<file path="config.mk">
export PLATFORM = sky130hd
export DESIGN_NAME = ps_ctrl_top
export DESIGN_NICKNAME = d
export VERILOG_FILES = /design/src/design/ps_pkg.sv /design/src/design/ps_ctrl_top.sv /design/src/design/ps_position_track.sv /design/src/design/ps_step_engine.sv /design/src/design/ps_apb_decode.sv
export VERILOG_INCLUDE_DIRS = /design/src /design/src/design
export SDC_FILE = /design/constraint.sdc
export NUM_CORES = 1
export LEC_CHECK = 0
export BUFFER_PORTS_ARGS = -buffer_cell sky130_fd_sc_hd__buf_2
export CAP_MARGIN = 0
export CELL_PAD_IN_SITES_DETAIL_PLACEMENT = 1
export CELL_PAD_IN_SITES_GLOBAL_PLACEMENT = 2
export CORE_MARGIN = 2
export CORE_UTILIZATION = 34
export DETAILED_ROUTE_END_ITERATION = 6
export PLACE_DENSITY_LB_ADDON = 0.1
export SYNTH_ARGS = -nofsm -noshare
export SYNTH_HDL_FRONTEND = slang
export SYNTH_SLANG_ARGS = --single-unit
</file>
<file path="constraint.sdc">
create_clock -name clk -period 2.76 [get_ports clk]
set_input_delay 0.138 -clock clk [delete_from_list [all_inputs] [get_ports clk]]
set_output_delay 0.138 -clock clk [all_outputs]
set_load 0.01 [all_outputs]
</file>
<file path="src/design/ps_defines.svh">
`ifndef PS_DEFINES_SVH
`define PS_DEFINES_SVH

// apb bus widths.
`define PS_ADDR_W 8
`define PS_DATA_W 32

// step count, phase position and step counter.
`define PS_STEP_W 16

// register map in byte offsets.
`define PS_REG_CMD    8'h00
`define PS_REG_GAP    8'h04
`define PS_REG_STATUS 8'h08
`define PS_REG_POS    8'h0C
`define PS_REG_COUNT  8'h10
`define PS_REG_CLEAR  8'h14

// idle cycles between steps after reset.
`define PS_GAP_RESET 16'd4

`endif
</file>
<file path="src/design/ps_pkg.sv">
`default_nettype none

`include "ps_defines.svh"

package ps_pkg;

    // one phase-shift request as written to CMD.
    typedef struct packed {
        logic                  dir;   // 1 = increment.
        logic [`PS_STEP_W-1:0] steps;
    } ps_cmd_t;

    // live sequencer state as read back over apb.
    typedef struct packed {
        logic                         busy;
        logic        [`PS_STEP_W-1:0] remaining;
        logic signed [`PS_STEP_W-1:0] position;
        logic        [`PS_STEP_W-1:0] count;
    } ps_status_t;

endpackage

`default_nettype wire

</file>
<file path="src/design/ps_ctrl_top.sv">
`timescale 1ns/1ps
`include "ps_defines.svh"
`default_nettype none

module ps_ctrl_top (
    input  logic                  clk,
    input  logic                  aresetn,
    input  logic [`PS_ADDR_W-1:0] paddr,
    input  logic                  psel,
    input  logic                  penable,
    input  logic                  pwrite,
    input  logic [`PS_DATA_W-1:0] pwdata,
    output logic [`PS_DATA_W-1:0] prdata,
    output logic                  pready,
    output logic                  pslverr,
    output logic                  psen,
    output logic                  psincdec,
    input  logic                  psdone
);

    ps_pkg::ps_cmd_t              cmd;
    ps_pkg::ps_status_t           status;
    logic                         cmd_valid;
    logic [`PS_STEP_W-1:0]        gap;
    logic                         clear;
    logic                         busy;
    logic [`PS_STEP_W-1:0]        remaining;
    logic                         step_done;
    logic                         step_dir;
    logic signed [`PS_STEP_W-1:0] position;
    logic [`PS_STEP_W-1:0]        count;

    assign status.busy      = busy;
    assign status.remaining = remaining;
    assign status.position  = position;
    assign status.count     = count;

    ps_apb_decode ps_apb_decode_inst (
        .clk       (clk),
        .aresetn   (aresetn),
        .paddr     (paddr),
        .psel      (psel),
        .penable   (penable),
        .pwrite    (pwrite),
        .pwdata    (pwdata),
        .prdata    (prdata),
        .pready    (pready),
        .pslverr   (pslverr),
        .status    (status),
        .cmd       (cmd),
        .cmd_valid (cmd_valid),
        .gap       (gap),
        .clear     (clear)
    );

    ps_step_engine ps_step_engine_inst (
        .clk       (clk),
        .aresetn   (aresetn),
        .cmd       (cmd),
        .cmd_valid (cmd_valid),
        .gap       (gap),
        .psdone    (psdone),
        .psen      (psen),
        .psincdec  (psincdec),
        .busy      (busy),
        .remaining (remaining),
        .step_done (step_done),
        .step_dir  (step_dir)
    );

    ps_position_track ps_position_track_inst (
        .clk       (clk),
        .aresetn   (aresetn),
        .step_done (step_done),
        .step_dir  (step_dir),
        .clear     (clear),
        .position  (position),
        .count     (count)
    );

endmodule

`default_nettype wire

</file>
<file path="src/design/ps_position_track.sv">
`timescale 1ns/1ps
`include "ps_defines.svh"
`default_nettype none

module ps_position_track (
    input  logic                         clk,
    input  logic                         aresetn,
    input  logic                         step_done,
    input  logic                         step_dir,
    input  logic                         clear,
    output logic signed [`PS_STEP_W-1:0] position,
    output logic        [`PS_STEP_W-1:0] count
);

    logic signed [`PS_STEP_W-1:0] delta;

    // all ones is -1 in two's complement.
    assign delta = step_dir ? `PS_STEP_W'(1) : '1;

    always_ff @(posedge clk) begin
        if (!aresetn) begin
            position <= '0;
            count    <= '0;
        end else if (clear) begin
            position <= '0; // wins over a step in the same cycle.
            count    <= '0;
        end else if (step_done) begin
            position <= position + delta;
            count    <= count + `PS_STEP_W'(1);
        end
    end

endmodule

`default_nettype wire

</file>
<file path="src/design/ps_step_engine.sv">
`timescale 1ns/1ps
`include "ps_defines.svh"
`default_nettype none

module ps_step_engine (
    input  logic                  clk,
    input  logic                  aresetn,
    input  ps_pkg::ps_cmd_t       cmd,
    input  logic                  cmd_valid,
    input  logic [`PS_STEP_W-1:0] gap,
    input  logic                  psdone,
    output logic                  psen,
    output logic                  psincdec,
    output logic                  busy,
    output logic [`PS_STEP_W-1:0] remaining,
    output logic                  step_done,
    output logic                  step_dir
);

    localparam int CNT_W = `PS_STEP_W + 1;

    typedef enum logic [1:0] {
        ST_IDLE,
        ST_GAP,
        ST_PULSE,
        ST_WAIT
    } state_t;

    state_t           state;
    logic [CNT_W-1:0] gap_cnt;
    logic             dir_q;
    logic             last_step;

    assign last_step = remaining == `PS_STEP_W'(1);

    assign psen     = state == ST_PULSE;
    assign busy     = state != ST_IDLE;
    assign psincdec = dir_q; // held for the whole command.
    assign step_dir = dir_q;

    always_ff @(posedge clk) begin
        if (!aresetn) begin
            state     <= ST_IDLE;
            gap_cnt   <= '0;
            remaining <= '0;
            dir_q     <= 1'b0;
            step_done <= 1'b0;
        end else begin
            step_done <= 1'b0;
            case (state)
                ST_IDLE: begin
                    if (cmd_valid) begin
                        remaining <= cmd.steps;
                        dir_q     <= cmd.dir;
                        gap_cnt   <= {1'b0, gap};
                        state     <= (gap == '0) ? ST_PULSE : ST_GAP;
                    end
                end
                ST_GAP: begin
                    if (gap_cnt <= CNT_W'(1))
                        state <= ST_PULSE;
                    else
                        gap_cnt <= gap_cnt - CNT_W'(1);
                end
                ST_PULSE: state <= ST_WAIT;
                ST_WAIT: begin
                    if (psdone) begin
                        step_done <= 1'b1;
                        remaining <= remaining - `PS_STEP_W'(1);
                        // one extra cycle covers the step_done slot.
                        gap_cnt   <= {1'b0, gap} + CNT_W'(1);
                        state     <= last_step ? ST_IDLE : ST_GAP;
                    end
                end
                default: state <= ST_IDLE;
            endcase
        end
    end

    assert property (@(posedge clk) disable iff (!aresetn) psen |=> !psen);

    assert property (@(posedge clk) disable iff (!aresetn) psdone |-> state == ST_WAIT);

    assert property (@(posedge clk) disable iff (!aresetn) cmd_valid |-> !busy);

endmodule

`default_nettype wire

</file>
<file path="src/design/ps_apb_decode.sv">
`timescale 1ns/1ps
`include "ps_defines.svh"
`default_nettype none

module ps_apb_decode (
    input  logic                  clk,
    input  logic                  aresetn,
    input  logic [`PS_ADDR_W-1:0] paddr,
    input  logic                  psel,
    input  logic                  penable,
    input  logic                  pwrite,
    input  logic [`PS_DATA_W-1:0] pwdata,
    output logic [`PS_DATA_W-1:0] prdata,
    output logic                  pready,
    output logic                  pslverr,
    input  ps_pkg::ps_status_t    status,
    output ps_pkg::ps_cmd_t       cmd,
    output logic                  cmd_valid,
    output logic [`PS_STEP_W-1:0] gap,
    output logic                  clear
);

    localparam int PAD_W = `PS_DATA_W - `PS_STEP_W;

    logic                  access;
    logic                  map_hit;
    logic                  ro_hit;
    logic                  cmd_busy;
    logic                  wr_ok;
    logic [`PS_DATA_W-1:0] rd_data;

    assign access = psel && penable;
    assign pready = access; // no wait states.

    always_comb begin
        map_hit = 1'b1;
        ro_hit  = 1'b0;
        rd_data = '0;
        case (paddr)
            `PS_REG_CMD:    rd_data = '0; // write only.
            `PS_REG_GAP:    rd_data = {{PAD_W{1'b0}}, gap};
            `PS_REG_STATUS: begin
                ro_hit  = 1'b1;
                rd_data = {status.remaining, {(PAD_W - 1){1'b0}}, status.busy};
            end
            `PS_REG_POS: begin
                ro_hit  = 1'b1;
                rd_data = {{PAD_W{status.position[`PS_STEP_W-1]}}, status.position};
            end
            `PS_REG_COUNT: begin
                ro_hit  = 1'b1;
                rd_data = {{PAD_W{1'b0}}, status.count};
            end
            `PS_REG_CLEAR:  rd_data = '0;
            default:        map_hit = 1'b0;
        endcase
    end

    // a new command is refused until the current one finishes.
    assign cmd_busy = (paddr == `PS_REG_CMD) && status.busy;

    assign pslverr = access && (!map_hit || (pwrite && (ro_hit || cmd_busy)));
    assign prdata  = (access && !pwrite && !pslverr) ? rd_data : '0;
    assign wr_ok   = access && pwrite && !pslverr;

    assign cmd.steps = pwdata[`PS_STEP_W-1:0];
    assign cmd.dir   = pwdata[`PS_STEP_W];
    assign cmd_valid = wr_ok && (paddr == `PS_REG_CMD) && (cmd.steps != '0);
    assign clear     = wr_ok && (paddr == `PS_REG_CLEAR) && pwdata[0];

    always_ff @(posedge clk) begin
        if (!aresetn) begin
            gap <= `PS_GAP_RESET;
        end else if (wr_ok && (paddr == `PS_REG_GAP)) begin
            gap <= pwdata[`PS_STEP_W-1:0];
        end
    end

    assert property (@(posedge clk) disable iff (!aresetn)
        pready |-> psel && penable);

    // engine must pick up every accepted command.
    assert property (@(posedge clk) disable iff (!aresetn)
        cmd_valid |=> status.busy);

endmodule

`default_nettype wire

</file>
---- After elaboration in Yosys (flattened, before gate mapping) ----
Cells that the tools add are included.
Widths: inputs -> output; s select.
word-level totals
  flip-flop bits (word level) ............. 85
  input bits .............................. 46
  output and inout port bits .............. 36
  word-level logic and storage cells ...... 80
cells by class
  add/subtract/negate cells ............... 5
  order comparisons ....................... 1
  equal/unequal tests ..................... 13
  muxes and demuxes ....................... 19
  bitwise gates (word level) .............. 1
  reduce and logical (&&, ||, !) cells .... 33
operator list
  kind                   count
  $pmux 32 s4            1
  $mux 17                3
  $pmux 17 s3            1
  $mux 16                3
  $mux 32                1
  $pmux 16 s2            1
  $add 16x1->17 const B  1
  $le 17x1->1 const B    1
  $sub 17x1->17 const B  1
  $add 16x1->16 const B  1
  $add 16x16->16         1
  $eq 16x1->1 const B    1
  $eq 8x4->1 const B     2
  $eq 8x5->1 const B     2
  $logic_not 16->1       1
  $reduce_bool 16->1     1
  $sub 16x1->16 const B  1
  $logic_and 1x1->1      13
  $eq 8x3->1 const B     1
  $logic_not 8->1        1
  $mux 2                 4
  $pmux 2 s4             1
  $ne 2x2->1 const B     3
  $reduce_and 3->1       2
  other kinds (15)       24

---- Longest topological paths before layout ----
  word-level depth ........................ 13
  gate-level depth with buffers ........... 9
  mapped depth without buffers ............ 8

---- Modules after synthesis ----
Synthesis repeated with hierarchy kept, for this count alone.
unflattened totals
  cell total of the unflattened synthesis .. 841
  area total of the unflattened synthesis .. 6756.5 µm²
modules (own cells, without submodules)
  module             instances  cells each  area each (µm²)  seq. area each (µm²)
  ps_step_engine     1          379         2911.5           740.7
  ps_position_track  1          244         2006.9           640.6
  ps_apb_decode      1          218         1838.0           320.3

---- Least setup slack after synthesis ----
OpenSTA, ideal clock, no wires.
  path type ............................... reg-to-reg
  start ................................... reg ps_step_engine_inst.dir_q (netlist: ps_step_engine_inst.psincdec)
  end ..................................... reg ps_position_track_inst.position[15]
  setup time .............................. 0.121 ns
  data arrival time ....................... 2.481 ns
  data required time ...................... 2.639 ns
  path slack .............................. 0.158 ns
  stages on the path, launching flop included .. 9
  path buffers ............................ 0
  clock period less this slack ............ 2.602 ns
  cell sequence ........................... dfxtp_1 > inv_1 > ha_1 > a211oi_1 > o21a_1 > o21bai_1 > a221oi_1 > mux2i_1 > mux2_2
between the ends
  cells in the longest elaborated chain, start to end .. 2
ends and longest elaborated chain
  item                    RTL line                 RTL
  from (decl)             ps_step_engine.sv:31     logic dir_q;
  from (signal assigned)  ps_step_engine.sv:54     dir_q <= cmd.dir;
  $mux 16                 ps_position_track.sv:18  assign delta = step_dir ? `PS_STEP_W'(1) : '1;
  $add 16x16->16          ps_position_track.sv:28  position <= position + delta;
  to (signal assigned)    ps_position_track.sv:28
  to (decl)               ps_position_track.sv:11  output logic signed [`PS_STEP_W-1:0] position,
Every way passes these cells.
A chain may end at the register's enable or synchronous reset.

---- Worst setup path after layout ----
Ends and elaborated chain as after synthesis.

==> results.ini <==
[floorplanning]
core_area_um2 = 17300
die_h_um = 137
fp.dieArea_um2 = 18700
top_level_ports = 82
start_util = 0.347
die_x_um = 137
rows = 48

[pwr]
finalPower_mw = 5.27
p_comb_frac = 0.461
p_per_area_nw_per_um2 = 751
clkPwrFrac = 0.259
p_int_mw = 3.05
ir_worst_vdd_mv = 0.349
power.switching_mw = 2.22
power_frac_seq = 0.280
swShare = 0.421
p_leak_nw = 2.70

[timing]
tightestPinTransition_ps = 703
finalHoldViolCount = 0
skew_ps = 9.11
fin_crit_ps = 2530
slew_headroom = 0.530
final_max_slew_viol_count = 0
tns_ps = 0
fmax_mhz = 396
post-route-period-util = 0.915
rsz0062_at_grt = false
setup_viol = 0

[place]
port_buffers = 66
dp_hpwl_um = 16400
gp_congestion = 0.833

[routing]
drt_wl_total_um = 21700
drt_pass1_iterations = 6
drc = 0
num_vias = 6363
wl_met2_um = 9830
wl_met3_um = 992
viasPerCell = 5.85
antenna_left = 0
wl_per_cell_um = 20.0
top_layer_used = met4
dr.first_iter.drc_count = 463
drt-met1-wl_um = 10500

[cts]
cts_buffers = 9
clk_path_buf_depth = 2
clkSinkCount = 85
clk_latency_ps = 350
htree_levels = 3
tritoncts = done
clkTransAtPathRegs_ps = 70
clockRootBuffer = clkbuf_16

[synth]
synthFlopType = dfxtp_1
syn_area_per_cell_um2 = 7.58
yosysSeqAreaShare = 0.284
synth_fp_nets = 863
yosys-top-cells-area = dfxtp_1 28%, nand2_1 6.3%, nor2_1 6.1%
synthMostInstantiatedCell = nand2_1
synth.largest_area_cell = dfxtp_1
synth_top_area_frac = 0.284
ys_top_cells_by_count = 101 x nand2_1, 98 x nor2_1, 85 x dfxtp_1, 71 x a21oi_1, 32 x mux2i_1
synth-async-reset-ratio = 0
synth_cells = 791
syn_area_um2 = 6000
yosys_register_bits = 85
ys_warn_count = 0
ys_types = 72
synth_edf_count = 0

[final_layout]
final_core_util = 0.406
seqCellArea_um2 = 1700
fill_cells = 2171
antennaDiodeCount = 0
multi_input_area_um2 = 3980
layout-drive-gt1-share = 0.162
syn_to_final_growth_pct = 17.0
layout.nets = 929

[global_route]
grt.overflow.total = 0
antenna_found_initial = 0
grt_max_degree = 44
grt_usage = 0.239
grt_pass1_wl_um = 35100
grt_pass1_vias = 6373

[job]
cap_violations = 0

[outcome]
status = complete, no violations

[hold_path]
hold_class = input port to flip-flop

[setup_path]
crit_fanout = 8
cp.arrival_ps = 2760
required_ps = 2990
critPathKind = flip-flop to flip-flop
start_kind = flip-flop
cp-end-kind = flip-flop

## cell usage in the layout (no fill, tap or decap), types with 4 or more instances in the layout
cell,instances
inv_1,23
dfxtp_1,85
or3_1,8
nand2b_1,8
nand4_1,12
xor2_1,13
nand3_1,21
o22ai_1,9
a21oi_1,71
nand2_1,101
clkbuf_16,9
o211ai_1,7
ha_1,25
a211oi_1,8
o32ai_2,5
nor3_1,24
a222oi_1,16
o21a_1,6
a31oi_1,9
o21ai_1,4
o21bai_1,4
o21ai_0,28
o31ai_1,4
and3_1,14
mux2i_1,32
nand3b_1,4
buf_4,35
nor4_1,14
nor2_1,98
xnor2_1,11
nor2b_1,4
a21o_1,9
and2_1,5
o32ai_1,4
buf_2,66
## worst max-delay path, cell delays in order, from the launching register on
cell and delay (ps):
dfxtp_1 340, inv_2 100, ha_1 370, o21ai_0 340
o21a_1 230, o21bai_1 120, a221oi_1 320, mux2i_1 230
mux2_2 350
## layer usage
metal | up-vias | GRT usage
met2 | 153 | 0.376
met4 | 0 | 0.0790
met5 | - | 0
li1 | 3044 | -
met1 | 3144 | 0.337
met3 | 22 | 0.0300
## timing repair
action	CTS	global route
setup endpoints to repair	0	2
hold buffers	0	0
endpoints found under the hold margin	0	0
setup buffers	0	0
gates resized for setup	0	3
## flip-flops by register name, indices dropped and copies added (netlist names)
signal                           count
ps_position_track_inst.position     16
ps_step_engine_inst.remaining       16
ps_step_engine_inst.psincdec         1
ps_apb_decode_inst.gap              16
ps_step_engine_inst.state            2
ps_step_engine_inst.gap_cnt         17
ps_position_track_inst.count        16
ps_step_engine_inst.step_done        1
## power by group through the flow
stage | Clock (mW) | Combinational [mW] | Sequential, mW
after detailed placement | 0 | 2.41 | 1.50
after floorplan | 0 | 1.79 | 1.46
after global placement | 0 | 2.35 | 1.49
after global routing | 1.45 | 2.70 | 1.50
after CTS | 1.39 | 2.44 | 1.47
final | 1.36 | 2.43 | 1.48
## cell type report
class | count | area share
clock buffers | 11 | 0.0346
clock inverters | 5 | 0.0119
inverters | 25 | 0.0134
multi-input cells | 633 | 0.567
flip-flops and latches | 85 | 0.242
well taps | 225 | 0.0401
repair buffers | 103 | 0.0902
## final timing paths
path | startpoint | endpoint | slack (ps) | depth (start not counted)
worst max register to register | ps_step_engine_inst.psincdec | ps_position_track_inst.position[15] | 230 | 8
worst min register to register | ps_step_engine_inst.gap_cnt[11] | ps_step_engine_inst.gap_cnt[11] | 470 | 2
worst min-delay path | pwdata[11] | ps_apb_decode_inst.gap[11] | 80 | 3
worst max-delay path | ps_step_engine_inst.psincdec | ps_position_track_inst.position[15] | 230 | 8
## kinds of logic (layout without fill, tap and decap cells)
family,after synthesis,after routing,synth area share
AOI/OAI and AO/OA,221,221,0.254
xor gates and xnor gates,24,24,0.0350
adders and majority gates,26,26,0.0555
buffers and inverters,73,144,0.0551
DFF,85,85,0.284
muxes,33,33,0.0553
and+or+nand+nor,329,329,0.261
## stage by stage
stage / worst slack (ps) / cells / hold WS, ps / cell area, µm²
final: 235 / 1087 / 77.3 / 7020
after global routing: 11.4 / 1087 / 83.5 / 7020
after CTS: 20.5 / 1087 / 67.3 / 7010
after detailed placement: 55.3 / 1071 / 436 / 6680
after global placement: 90.8 / 1071 / 407 / 6680
after floorplan: 158 / 791 / 266 / 6000
Note: power is estimated with default switching activity, not from simulation.
